## src/divTypesPkg.sv

```systemverilog
// Shared data widths and vector types for the SRT divider datapath
package divTypesPkg;

  ////////////////////////////////////////////////////////////////////////////
  // Widths
  ////////////////////////////////////////////////////////////////////////////

  // Operand and result width
  localparam int XLEN = 32;

  // Carry-save word: sign plus three integer bits above the fraction
  localparam int WLEN = XLEN + 4;

  // Leading-zero and iteration counts reach XLEN + 1
  localparam int LZW = 6;

  ////////////////////////////////////////////////////////////////////////////
  // Vector types
  ////////////////////////////////////////////////////////////////////////////

  // Dividend, divisor, quotient or remainder
  typedef logic [XLEN-1:0] dataT;

  // Partial remainder halves and the normalized divisor
  typedef logic [WLEN-1:0] wordT;

  // Leading-zero count, shift amount or iteration count
  typedef logic [LZW-1:0] lzT;

endpackage

```

## src/divCtrlPkg.sv

```systemverilog
// Control state encoding and fixed special-case results of the divider
package divCtrlPkg;

  // Handshake and sequencing states
  typedef enum logic [2:0] {
    IDLE,
    LOAD,
    ITER,
    POST,
    ACK
  } ctrlStateT;

  // Quotient returned on division by zero
  localparam divTypesPkg::dataT DIVZERO_QUOT = '1;

  // Most negative signed operand, also the overflow quotient
  localparam divTypesPkg::dataT SIGNED_MIN = {1'b1, {(divTypesPkg::XLEN - 1){1'b0}}};

endpackage

```

## src/caseIf.sv

```systemverilog
// Sign and special-case flags passed from the case detector to the postprocessor
interface caseIf;

  // Divisor is zero
  logic divZero;
  // Signed minimum divided by minus one
  logic overflow;
  // Result signs
  logic negQuot;
  logic negRem;

  modport src (output divZero, overflow, negQuot, negRem);
  modport dst (input divZero, overflow, negQuot, negRem);

endinterface

```

## src/srtIterIf.sv

```systemverilog
// Bundle between preprocessing, control, SRT recurrence and postprocessing
interface srtIterIf;

  // Normalized operands, fixed while a division runs
  divTypesPkg::wordT divWord;
  divTypesPkg::wordT dvdWord;
  divTypesPkg::lzT   numIter;
  // Remainder scaling, equal to the divisor leading-zero count
  divTypesPkg::lzT   remShift;

  // Load pulse for the recurrence registers
  logic              start;

  // Recurrence state after the last digit
  divTypesPkg::wordT remSum;
  divTypesPkg::wordT remCarry;
  divTypesPkg::dataT quot;
  divTypesPkg::dataT quotM;

  modport pre  (output divWord, dvdWord, numIter, remShift);
  modport ctrl (output start, input numIter);
  modport iter (input divWord, dvdWord, output remSum, remCarry, quot, quotM);
  modport post (input divWord, remShift, remSum, remCarry, quot, quotM);

endinterface

```

## src/divSpecialCase.sv

```systemverilog
// Divide-by-zero, signed overflow and result sign detection
module divSpecialCase (
  input  divTypesPkg::dataT opA,
  input  divTypesPkg::dataT opB,
  input  logic              opSigned,
  caseIf.src                caseBus
);

  logic signA;
  logic signB;
  logic divByMinusOne;

  // Operand signs only count for signed requests
  assign signA = opSigned & opA[divTypesPkg::XLEN-1];
  assign signB = opSigned & opB[divTypesPkg::XLEN-1];

  assign divByMinusOne = (opB == '1);

  // Zero divisor for either signedness
  assign caseBus.divZero = (opB == '0);

  // Minimum over minus one has no positive counterpart
  assign caseBus.overflow = opSigned & divByMinusOne & (opA == divCtrlPkg::SIGNED_MIN);

  // Quotient truncates toward zero
  assign caseBus.negQuot = signA ^ signB;

  // Remainder follows the dividend
  assign caseBus.negRem = signA;

endmodule

```

## src/divUnit.sv

```systemverilog
// Top of the SRT integer divider with a four-phase req/ack port
module divUnit (
  input  logic              clk,
  input  logic              arstN,
  input  logic              req,
  output logic              ack,
  input  divTypesPkg::dataT dividend,
  input  divTypesPkg::dataT divisor,
  input  logic              isSigned,
  output divTypesPkg::dataT quotient,
  output divTypesPkg::dataT remainder
);

  divTypesPkg::dataT opA;
  divTypesPkg::dataT opB;
  logic              opSigned;
  logic              finish;

  srtIterIf iterBus ();
  caseIf    caseBus ();

  ////////////////////////////////////////////////////////////////////////////
  // Sequencing and operand capture
  ////////////////////////////////////////////////////////////////////////////

  srtCtrl uCtrl (
    .clk      (clk),
    .arstN    (arstN),
    .req      (req),
    .ack      (ack),
    .dividend (dividend),
    .divisor  (divisor),
    .isSigned (isSigned),
    .opA      (opA),
    .opB      (opB),
    .opSigned (opSigned),
    .finish   (finish),
    .iterBus  (iterBus.ctrl)
  );

  ////////////////////////////////////////////////////////////////////////////
  // Recurrence path and special-case path side by side
  ////////////////////////////////////////////////////////////////////////////

  srtPreproc uPreproc (.opA(opA), .opB(opB), .opSigned(opSigned), .iterBus(iterBus.pre));

  srtIterate uIterate (
    .clk     (clk),
    .arstN   (arstN),
    .start   (iterBus.start),
    .iterBus (iterBus.iter)
  );

  divSpecialCase uCase (.opA(opA), .opB(opB), .opSigned(opSigned), .caseBus(caseBus.src));

  srtPostproc uPostproc (
    .clk       (clk),
    .arstN     (arstN),
    .finish    (finish),
    .opA       (opA),
    .iterBus   (iterBus.post),
    .caseBus   (caseBus.dst),
    .quotient  (quotient),
    .remainder (remainder)
  );

endmodule

```

## src/srtCtrl.sv

```systemverilog
// Four-phase req/ack sequencer with operand capture and iteration counter
module srtCtrl (
  input  logic              clk,
  input  logic              arstN,
  input  logic              req,
  output logic              ack,
  input  divTypesPkg::dataT dividend,
  input  divTypesPkg::dataT divisor,
  input  logic              isSigned,
  output divTypesPkg::dataT opA,
  output divTypesPkg::dataT opB,
  output logic              opSigned,
  output logic              finish,
  srtIterIf.ctrl            iterBus
);

  divCtrlPkg::ctrlStateT state;
  divCtrlPkg::ctrlStateT stateNext;
  divTypesPkg::lzT       iterCnt;
  logic                  accept;
  logic                  lastIter;

  assign accept   = (state == divCtrlPkg::IDLE) && req;
  assign lastIter = (iterCnt == iterBus.numIter - divTypesPkg::lzT'(1));

  always_comb begin
    stateNext = state;
    case (state)
      divCtrlPkg::IDLE: if (req) stateNext = divCtrlPkg::LOAD;
      divCtrlPkg::LOAD: stateNext = divCtrlPkg::ITER;
      divCtrlPkg::ITER: if (lastIter) stateNext = divCtrlPkg::POST;
      divCtrlPkg::POST: stateNext = divCtrlPkg::ACK;
      // Hold the result until the requester lets go
      divCtrlPkg::ACK:  if (!req) stateNext = divCtrlPkg::IDLE;
      default:          stateNext = divCtrlPkg::IDLE;
    endcase
  end

  always_ff @(posedge clk or negedge arstN) begin
    if (!arstN) begin
      state   <= divCtrlPkg::IDLE;
      iterCnt <= '0;
    end else begin
      state <= stateNext;
      if (state == divCtrlPkg::LOAD) begin
        iterCnt <= '0;
      end else if (state == divCtrlPkg::ITER) begin
        iterCnt <= iterCnt + divTypesPkg::lzT'(1);
      end
    end
  end

  // Operands stay put until the next accepted request
  always_ff @(posedge clk) begin
    if (accept) begin
      opA      <= dividend;
      opB      <= divisor;
      opSigned <= isSigned;
    end
  end

  assign iterBus.start = (state == divCtrlPkg::LOAD);
  assign finish        = (state == divCtrlPkg::POST);
  assign ack           = (state == divCtrlPkg::ACK);

  // Counter never runs past the digit count from preprocessing
  iterInRange: assert property (@(posedge clk) disable iff (!arstN)
    (state == divCtrlPkg::ITER) |-> (iterCnt < iterBus.numIter));

  // Requester keeps req up until the result is acknowledged
  reqHeldWhileBusy: assert property (@(posedge clk) disable iff (!arstN)
    (state == divCtrlPkg::LOAD || state == divCtrlPkg::ITER ||
     state == divCtrlPkg::POST) |-> req);

endmodule

```

## src/srtIterate.sv

```systemverilog
// Radix-2 SRT recurrence with carry-save remainder and on-the-fly quotient
module srtIterate (
  input  logic   clk,
  input  logic   arstN,
  input  logic   start,
  srtIterIf.iter iterBus
);

  localparam int W = divTypesPkg::WLEN;

  divTypesPkg::wordT ws;
  divTypesPkg::wordT wc;
  divTypesPkg::wordT dReg;
  divTypesPkg::wordT dSel;
  divTypesPkg::wordT csaSum;
  divTypesPkg::wordT csaCarry;
  divTypesPkg::dataT q;
  divTypesPkg::dataT qm;
  divTypesPkg::dataT qNext;
  divTypesPkg::dataT qmNext;
  logic [3:0]        est;
  logic              qp;
  logic              qz;
  logic              qn;

  ////////////////////////////////////////////////////////////////////////////
  // Digit selection
  ////////////////////////////////////////////////////////////////////////////

  // Integer part estimate of the shifted remainder
  assign est = ws[W-1:W-4] + wc[W-1:W-4];
  assign qp  = ~est[3];
  assign qz  = (est == 4'b1111);
  assign qn  = est[3] & ~qz;

  ////////////////////////////////////////////////////////////////////////////
  // Carry-save update
  ////////////////////////////////////////////////////////////////////////////

  // Subtract is complement plus carry-in at the free carry LSB
  assign dSel     = qp ? ~dReg : (qn ? dReg : '0);
  assign csaSum   = ws ^ wc ^ dSel;
  assign csaCarry = {(ws[W-2:0] & wc[W-2:0]) | (dSel[W-2:0] & (ws[W-2:0] | wc[W-2:0])), qp};

  // On-the-fly conversion keeps Q and Q-1 so digits never borrow
  always_comb begin
    if (qp) begin
      qNext  = {q[divTypesPkg::XLEN-2:0], 1'b1};
      qmNext = {q[divTypesPkg::XLEN-2:0], 1'b0};
    end else if (qz) begin
      qNext  = {q[divTypesPkg::XLEN-2:0], 1'b0};
      qmNext = {qm[divTypesPkg::XLEN-2:0], 1'b1};
    end else begin
      qNext  = {qm[divTypesPkg::XLEN-2:0], 1'b1};
      qmNext = {qm[divTypesPkg::XLEN-2:0], 1'b0};
    end
  end

  always_ff @(posedge clk or negedge arstN) begin
    if (!arstN) begin
      ws   <= '0;
      wc   <= '0;
      dReg <= '0;
      q    <= '0;
      qm   <= '0;
    end else if (start) begin
      ws   <= iterBus.dvdWord;
      wc   <= '0;
      dReg <= iterBus.divWord;
      q    <= '0;
      qm   <= '1;
    end else begin
      // Residual doubles each step
      ws <= {csaSum[W-2:0], 1'b0};
      wc <= {csaCarry[W-2:0], 1'b0};
      q  <= qNext;
      qm <= qmNext;
    end
  end

  assign iterBus.remSum   = ws;
  assign iterBus.remCarry = wc;
  assign iterBus.quot     = q;
  assign iterBus.quotM    = qm;

  // Estimate stays within -5 to 3 while a normalized divisor is loaded
  estInRange: assert property (@(posedge clk) disable iff (!arstN)
    (dReg != '0) |-> !(est inside {[4'd4 : 4'd10]}));

endmodule

```

## src/srtPostproc.sv

```systemverilog
// Remainder resolution, correction, sign fix-up and result registers
module srtPostproc (
  input  logic              clk,
  input  logic              arstN,
  input  logic              finish,
  input  divTypesPkg::dataT opA,
  srtIterIf.post            iterBus,
  caseIf.dst                caseBus,
  output divTypesPkg::dataT quotient,
  output divTypesPkg::dataT remainder
);

  divTypesPkg::wordT sumW;
  divTypesPkg::wordT corrW;
  divTypesPkg::wordT remShifted;
  divTypesPkg::dataT quotMag;
  divTypesPkg::dataT remMag;
  divTypesPkg::dataT quotRes;
  divTypesPkg::dataT remRes;
  logic              remNeg;

  // Carry-propagate the redundant remainder
  assign sumW   = iterBus.remSum + iterBus.remCarry;
  assign remNeg = sumW[divTypesPkg::WLEN-1];

  // Stored residual is doubled so add back twice the divisor
  assign corrW = remNeg ? sumW + {iterBus.divWord[divTypesPkg::WLEN-2:0], 1'b0} : sumW;
  assign quotMag = remNeg ? iterBus.quotM : iterBus.quot;

  // Undo divisor normalization and fraction scaling
  assign remShifted = corrW >> (iterBus.remShift + divTypesPkg::lzT'(2));
  assign remMag     = remShifted[divTypesPkg::XLEN-1:0];

  always_comb begin
    quotRes = caseBus.negQuot ? -quotMag : quotMag;
    remRes  = caseBus.negRem ? -remMag : remMag;
    // Special cases win over the recurrence
    if (caseBus.divZero) begin
      quotRes = divCtrlPkg::DIVZERO_QUOT;
      remRes  = opA;
    end else if (caseBus.overflow) begin
      quotRes = divCtrlPkg::SIGNED_MIN;
      remRes  = '0;
    end
  end

  always_ff @(posedge clk or negedge arstN) begin
    if (!arstN) begin
      quotient  <= '0;
      remainder <= '0;
    end else if (finish) begin
      quotient  <= quotRes;
      remainder <= remRes;
    end
  end

endmodule

```

## src/srtPreproc.sv

```systemverilog
// Operand normalization and iteration count for the SRT recurrence
module srtPreproc (
  input  divTypesPkg::dataT opA,
  input  divTypesPkg::dataT opB,
  input  logic              opSigned,
  srtIterIf.pre             iterBus
);

  divTypesPkg::dataT magA;
  divTypesPkg::dataT magB;
  divTypesPkg::lzT   lzA;
  divTypesPkg::lzT   lzB;
  divTypesPkg::lzT   dvdShift;
  divTypesPkg::dataT divNorm;
  divTypesPkg::dataT dvdNorm;

  // Leading zeros of a word, XLEN when the word is zero
  function automatic divTypesPkg::lzT lzCount(input divTypesPkg::dataT v);
    divTypesPkg::lzT cnt;
    logic            found;
    cnt   = divTypesPkg::lzT'(divTypesPkg::XLEN);
    found = 1'b0;
    for (int i = divTypesPkg::XLEN - 1; i >= 0; i--) begin
      if (!found && v[i]) begin
        cnt   = divTypesPkg::lzT'(divTypesPkg::XLEN - 1 - i);
        found = 1'b1;
      end
    end
    return cnt;
  endfunction

  // Magnitudes; signed minimum stays 2^31 read as unsigned
  assign magA = (opSigned && opA[divTypesPkg::XLEN-1]) ? -opA : opA;
  assign magB = (opSigned && opB[divTypesPkg::XLEN-1]) ? -opB : opB;

  assign lzA = lzCount(magA);
  assign lzB = lzCount(magB);

  // Dividend smaller than divisor is aligned to the divisor instead
  assign dvdShift = (lzA < lzB) ? lzA : lzB;

  assign divNorm = magB << lzB;
  assign dvdNorm = magA << dvdShift;

  // Leading one lands on the units bit, below sign and two guard bits
  assign iterBus.divWord = {3'b000, divNorm, 1'b0};
  assign iterBus.dvdWord = {3'b000, dvdNorm, 1'b0};

  // One digit per bit of quotient, never fewer than one
  assign iterBus.numIter  = lzB - dvdShift + divTypesPkg::lzT'(1);
  assign iterBus.remShift = lzB;

endmodule

```

## config.mk

```make
export PLATFORM = sky130hd
export DESIGN_NAME = divUnit
export DESIGN_NICKNAME = d
export VERILOG_FILES = /design/src/divTypesPkg.sv /design/src/divCtrlPkg.sv /design/src/caseIf.sv /design/src/srtIterIf.sv /design/src/divSpecialCase.sv /design/src/divUnit.sv /design/src/srtCtrl.sv /design/src/srtIterate.sv /design/src/srtPostproc.sv /design/src/srtPreproc.sv
export SDC_FILE = /design/constraint.sdc
export NUM_CORES = 1
export LEC_CHECK = 0
export ABC_AREA = 1
export BUFFER_PORTS_ARGS = -buffer_cell sky130_fd_sc_hd__buf_4
export CAP_MARGIN = 30
export CORE_UTILIZATION = 30
export DETAILED_ROUTE_END_ITERATION = 8
export PLACE_DENSITY_LB_ADDON = 0.12
export SYNTH_ARGS = -nofsm -noshare
export SYNTH_HDL_FRONTEND = slang
export SYNTH_SLANG_ARGS = --single-unit
```

## constraint.sdc

```tcl
create_clock -name clk -period 10.8 [get_ports clk]
set_input_delay 1.08 -clock clk [delete_from_list [all_inputs] [get_ports clk]]
set_output_delay 1.08 -clock clk [all_outputs]
set_load 0.01 [all_outputs]
```

==> metrics.md, run 1 <==
| Metric | Value |
|---|---|
| Detailed Route WL | 103 mm |
| First-pass GRT wire length | 158 mm |
| Worst Path Required | 11.31 ns |
| Fill cells | 9895 |
| Number of global-route vias before repair | 26049 |
| Slew @ Worst Pin | 0.979 ns |
| CP endpoint kind | flop |
| Synth area leaders | dfrtp_1 (22%), nand2_1 (15%), nand3_1 (9.9%) |
| Initial DRC Count | 2199 |
| TritonCTS clock tree | built |
| Max-cap violations | 0 |
| Cell row count | 110 |
| Pre-CTS setup slack | 0.326 ns |
| H-tree levels | 2 |
| Worst path max stage delay | 0.39 ns |
| CTS Sinks | 303 |
| Cts hold-fix bufs | 0 |
| Mapped Nets | 4329 |
| Most common cell in the netlist | nand2_1 |
| Via density per instance | 5.04 |
| Fin. max-slew vios | 0 |
| Clock Path Buffers | 3 |
| Syn avg cell area | 6.68 µm² |
| Largest net degree at the start of global routing | 69 |
| Total iterations of the first detailed-routing run | 6 |
| Clk slew on worst S/H paths | 0.06 ns |
| Final setup margin | 1.00 ns |
| Post-layout util | 34.3% |
| Placer's final routability congestion estimate | 0.895 |
| Headroom to the max-slew limit | 34.1% |
| Post-synth EDFFs | 65 |
| Post-synth top area cell | dfrtp_1 |
| Type of origin of the critical path | flop |
| Status | completed |
| Avg WL per Cell | 19.1 µm |
| Core Region | 90400 µm² |
| Skew final | 0.0230 ns |
| Critical Path Fanout Max | 38 |
| Post-DRT Antenna Nets | 0 |
| Fmax | 102 MHz |
| Cells after Synth | 4110 |
| P&R area growth vs syn | 12.8% |
| Top cell type's share of synthesized area | 21.7% |
| Synth warn | 0 |
| Hold Path Class | in2async |
| Starting Density | 30.4% |
| Worst skew pair latency | 0.60 ns |
| Layout cell share with drive strength beyond 1 | 9.77% |
| Final Setup Violations | 0 |
| Critical path's slowest cell | edfxtp_1 |
| I/O pin total | 133 |
| Final hold vios | 0 |
| Die width | 305 µm |
| Total die area | 92800 µm² |
| Placed Instances | 5292 |
| Synth cell types | 68 |
| Setup CP Type | reg2reg |
| Post-synthesis cell area | 27500 µm² |
| Commonest cells post-synth | nand2_1 (1128), nand3_1 (546), inv_1 (436) |
| Multi-input logic area | 17000 µm² |
| Hpwl dp | 79.0 mm |
| Reg area | 7910 µm² |
| Final nets | 4385 |
| Sequential fraction of the synthesis area | 28.8% |
| Async set-reset flop share out of synthesis | 78.5% |
| Most used cell, CP | nand2_1 |
| Buffers on Ports | 132 |
| ANT cells | 0 |
| DIE HEIGHT | 305 µm |
| Final Cycle Share | 90.7% |
| Hold slack | 0.427 ns |
| #FFs+latches synth | 303 |
| GRT Resource Usage Total | 21.8% |
| Via count | 27096 |
| Min Tclk post-route | 9.80 ns |
| CP Data Arrival Time | 10.31 ns |
| CTS Buf Count | 39 |
| Fin cells | 5373 |
| CTS root buf | clkbuf_16 |
| Primary FF master, synth | dfrtp_1 |
| Initial antenna violation count | 0 |
| GRT Residual Overflow | 0 |
| DRC Markers | 0 |
worst paths after layout:
| path | startpoint | end | slack [ns] | cells after the start |
|---|---|---|---|---|
| min in group clk | uPostproc.quotient[21]$_DFFE_PN0P_ | uPostproc.quotient[21]$_DFFE_PN0P_ | 0.49 | 1 |
| worst min-delay path | arstN | uIterate.iterBus.quot[24]$_DFF_PN0_ | 0.43 | 1 |
| worst min register to register | uPostproc.quotient[21]$_DFFE_PN0P_ | uPostproc.quotient[21]$_DFFE_PN0P_ | 0.49 | 1 |
| worst max register to register | uCtrl.opB[0]$_DFFE_PP_ | uPostproc.remainder[25]$_DFFE_PN0P_ | 1.00 | 65 |
| max in group asynchronous | arstN | uPostproc.remainder[4]$_DFFE_PN0P_ | 8.15 | 3 |
| worst max-delay path | uCtrl.opB[0]$_DFFE_PP_ | uPostproc.remainder[25]$_DFFE_PN0P_ | 1.00 | 65 |
per-stage QoR:
stage	setup TNS (ns)	instance area, µm²
floorplan	0	27500
global placement	0	29400
detailed placement	0	29400
CTS	0	30700
global route	-0.137	31000
finish	0	31000
layer usage:
metal | share of wire, % | track usage, % | up-vias | wire length (µm)
li1 | - | - | 13575 | -
met1 | 47 | 30.3 | 12848 | 48200
met2 | 48 | 36.8 | 586 | 48800
met3 | 3.6 | 1.65 | 87 | 3730
met4 | 1.8 | 4.28 | 0 | 1850
met5 | 0 | 0 | - | 0
kinds of logic (layout without fill, tap and decap cells):
logic type	count (synthesis)	after routing	synth area share, %
adder cells (fa/ha/maj)	151	151	7.83
buffers and inverters	635	721	9.90
flip-flops	303	303	28.8
AO/OA/AOI/OAI	633	633	12.8
multiplexers	7	7	0.255
AND/OR/NAND/NOR	2231	2232	35.6
XOR/XNOR	150	150	4.85
flip-flops by register name, indices dropped and copies added (netlist names), 6 cells and up:
name	count
uPostproc.quotient	32
uPostproc.remainder	32
uCtrl.opA	32
uIterate.dReg	32
uCtrl.iterCnt	6
uIterate.iterBus.remCarry	34
uIterate.iterBus.quotM	32
uIterate.iterBus.remSum	35
uIterate.iterBus.quot	32
uCtrl.opB	32
repair_timing:
item,in CTS,in global routing
buffers inserted,0,7
endpoints found under the setup margin,0,32
gates resized for setup,0,47
final cells by class:
type	count	area share [%]
Sequential cell	303	25.5
Clock inverter	16	0.735
Inverter	456	5.54
Timing Repair Buffer	193	4.81
Multi-Input combinational cell	3173	55.0
Tap cell	1176	4.75
Clock buffer	56	3.61
cell usage in the layout, fill, tap and decap left out, types with 60 or more instances in the layout:
master,instances
edfxtp_1,65
xor2_1,107
buf_4,187
nand4_1,60
nand3_1,543
o21ai_0,278
nand2_1,1123
dfrtp_1,238
inv_1,435
ha_1,114
a21oi_1,201
nor2_1,317
critical path, delay by kind of cell, from the launching register on:
family	cells	cell delay, ns
compound gates	12	1.83
simple gates	48	6.25
fa+ha+maj	2	0.56
buf+inv	2	0.38
flops	1	0.39
mux	1	0.29
Power of run 1 is left out: the tool's default activity adds up to more than one toggle a clock period on the data nets, which glitch-free logic cannot reach.
==> inputs of run 2 (changes only) <==
Settings changed: CAP_MARGIN 30 to unset, CORE_UTILIZATION 30 to 60, GPL_TIMING_DRIVEN set to 0.
==> metrics.md, run 2 (synthesis gave the netlist of run 1 again) <==
| Metric | Value |
|---|---|
| Crit-path leading delay family | simple AND/OR/NAND/NOR gates |
| Skew final | 0.0118 ns (-0.0111 ns) |
| Worst Path Required | 11.30 ns (about the same) |
| Type of origin of the critical path | flop |
| Reg area | 7910 µm² (unchanged) |
| Via density per instance | 5.95 (+18%) |
| Multi-input logic area | 17300 µm² (+1.7%) |
| Cts hold-fix bufs | 0 (unchanged) |
| Most used cell, CP | nand2_1 |
| CTS root buf | clkbuf_16 |
| Fmax | 97.0 MHz (-5.0%) |
| Final hold vios | 0 (unchanged) |
| Fin cells | 4936 (-8.1%) |
| Core Region | 45300 µm² (-50%) |
| Reg-to-reg setup timing slack | 0.49 ns (-0.51 ns) |
| Worst reg2reg path depth | 71 (+9.2%) |
| Final nets | 4529 (+3.3%) |
| Hold Path Class | in2async |
| TritonCTS clock tree | built |
| I/O pin total | 133 (unchanged) |
| Setup CP Type | reg2reg |
| Buffers on Ports | 132 (unchanged) |
| Fill cells | 4118 (-58%) |
| DRC Markers | 0 (unchanged) |
| Min Tclk post-route | 10.31 ns (+0.511 ns) |
| Total die area | 46600 µm² (-50%) |
| Most common cell after layout, fill and taps aside | nand2_1 |
| Critical Path Fanout Max | 10 (-74%) |
| Number of global-route vias before repair | 26311 (+1.0%) |
| Final Setup Violations | 0 (unchanged) |
| Layout cell share with drive strength beyond 1 | 11.6% (+1.9 points) |
| GRT Residual Overflow | 0 (unchanged) |
| Commonest non-fill, non-tap cells in the layout | nand2_1 (1117), nand3_1 (533), inv_1 (434), nor2_1 (305), o21ai_0 (270) |
| Clock Path Buffers | 3 (unchanged) |
| Largest net degree at the start of global routing | 120 (+74%) |
| Clk slew on worst S/H paths | 0.06 ns (about the same) |
| Worst skew pair latency | 0.57 ns (-0.03 ns) |
| CP endpoint kind | flop |
| Status | completed |
| Die width | 216 µm (-29%) |
| Placed Instances | 4844 (-8.5%) |
| Avg WL per Cell | 19.4 µm (+1.5%) |
| Detailed Route WL | 95.6 mm (-6.8%) |
| Worst path max stage delay | 0.46 ns (+0.07 ns) |
| Max reg flops | 35 (unchanged) |
| Starting Density | 60.7% (+30 points) |
| Fin. max-slew vios | 0 (unchanged) |
| Slew @ Worst Pin | 1.42 ns (+0.439 ns) |
| Final Cycle Share | 95.5% (+4.7 points) |
| Total iterations of the first detailed-routing run | 8 (+2) |
| GRT Resource Usage Total | 40.1% (+18 points) |
| Initial DRC Count | 3688 (+68%) |
| Placer's final routability congestion estimate | 1.06 (+19%) |
| Bufs and invs on worst path | 8 (+6) |
| R2R Path Start | uCtrl.opB[0]$_DFFE_PP_ |
| Hpwl dp | 75.4 mm (-4.6%) |
| Critical path's slowest cell | edfxtp_1 |
| Post-DRT Antenna Nets | 0 (unchanged) |
| CTS Buf Count | 35 (-10%) |
| Headroom to the max-slew limit | 4.73% (-29 points) |
| CP Data Arrival Time | 10.81 ns (+0.50 ns) |
| Via count | 29357 (+8.3%) |
| P&R area growth vs syn | 13.4% |
| Levels on crit path | 71 (+9.2%) |
| R2R Path End | uPostproc.remainder[22]$_DFFE_PN0P_ |
| CTS Sinks | 303 (unchanged) |
| Max-cap violations | 0 (unchanged) |
| DIE HEIGHT | 216 µm (-29%) |
| Initial antenna violation count | 1 (+1) |
| Cell row count | 78 (-29%) |
| First-pass GRT wire length | 146 mm (-7.7%) |
| H-tree levels | 2 (unchanged) |
run 2: cell count changes in the layout (fill, tap and decap cells not counted), moves of 7 or more:
cell and change:
buf_2 +32, nand3_2 +10, nor2_1 -12, nand3_1 -10, buf_6 +19, a21oi_2 +9, clkbuf_1 +83, a21oi_1 -9
o21ai_0 -8, nor2_2 +7
run 2: cell type report:
type,count,share of cell area [%]
multi-input combinational,3172,55.7
sequential,303,25.4
inverter,456,5.51
timing repair buffer,165,4.17
buffer,177,3.31
clock buffer,47,3.08
tap,600,2.41
clock inverter,15,0.474
antenna,1,0.00803
run 2: metrics by stage:
stage / util (%) / hold WS (ns) / setup WS (ns) / setup TNS [ns] / area (µm²)
final: 68.8 / 0.294 / 0.491 / 0 / 31200
after detailed placement: 64.7 / 0.483 / -0.860 / -17.55 / 29300
after global routing: 68.8 / 0.283 / -0.332 / -4.77 / 31200
after CTS: 67.2 / 0.281 / 0.0361 / 0 / 30400
after floorplan: - / 0.466 / 1.92 / 0 / 27500
after global placement: 64.5 / 0.480 / -0.829 / -16.46 / 29200
run 2: layer usage:
metal  share of wire (%)  routed length, µm  GRT usage [%]  up-vias
met5                   0                  0              0        -
met4                 5.6               5340           19.7        0
met3                  10               9600           7.98      294
met2                  44              42200           61.8     1468
met1                  40              38400           53.9    13700
li1                    -                  -              -    13895
run 2: worst max-delay path by stage:
stage                           start                                   to  slack, ns
2_1_floorplan  uCtrl.opB[0]$_DFFE_PP_  uPostproc.remainder[18]$_DFFE_PN0P_       1.92
3_3_place_gp   uCtrl.opB[0]$_DFFE_PP_  uPostproc.remainder[18]$_DFFE_PN0P_      -0.83
3_5_place_dp   uCtrl.opB[0]$_DFFE_PP_  uPostproc.remainder[28]$_DFFE_PN0P_      -0.86
4_1_cts        uCtrl.opB[0]$_DFFE_PP_  uPostproc.remainder[18]$_DFFE_PN0P_       0.04
5_1_grt        uCtrl.opB[0]$_DFFE_PP_  uPostproc.remainder[22]$_DFFE_PN0P_      -0.33
6_report       uCtrl.opB[0]$_DFFE_PP_  uPostproc.remainder[22]$_DFFE_PN0P_       0.49
run 2: worst reg2reg max path: cells and delay by family, from the launching register on:
family,cells,cell delay (ns)
AO/OA/AOI/OAI,11,1.89
XOR/XNOR,1,0.16
adder cells (fa/ha/maj),3,0.57
buffers and inverters,8,1.17
flip-flops,1,0.46
AND/OR/NAND/NOR,48,6.01
run 2: repair_timing:
action	CTS	global route
buffers inserted	0	31
endpoints found under the setup margin	31	32
gates resized for setup	25	134
pin swaps	0	39
Power of run 2 is left out for the same reason.
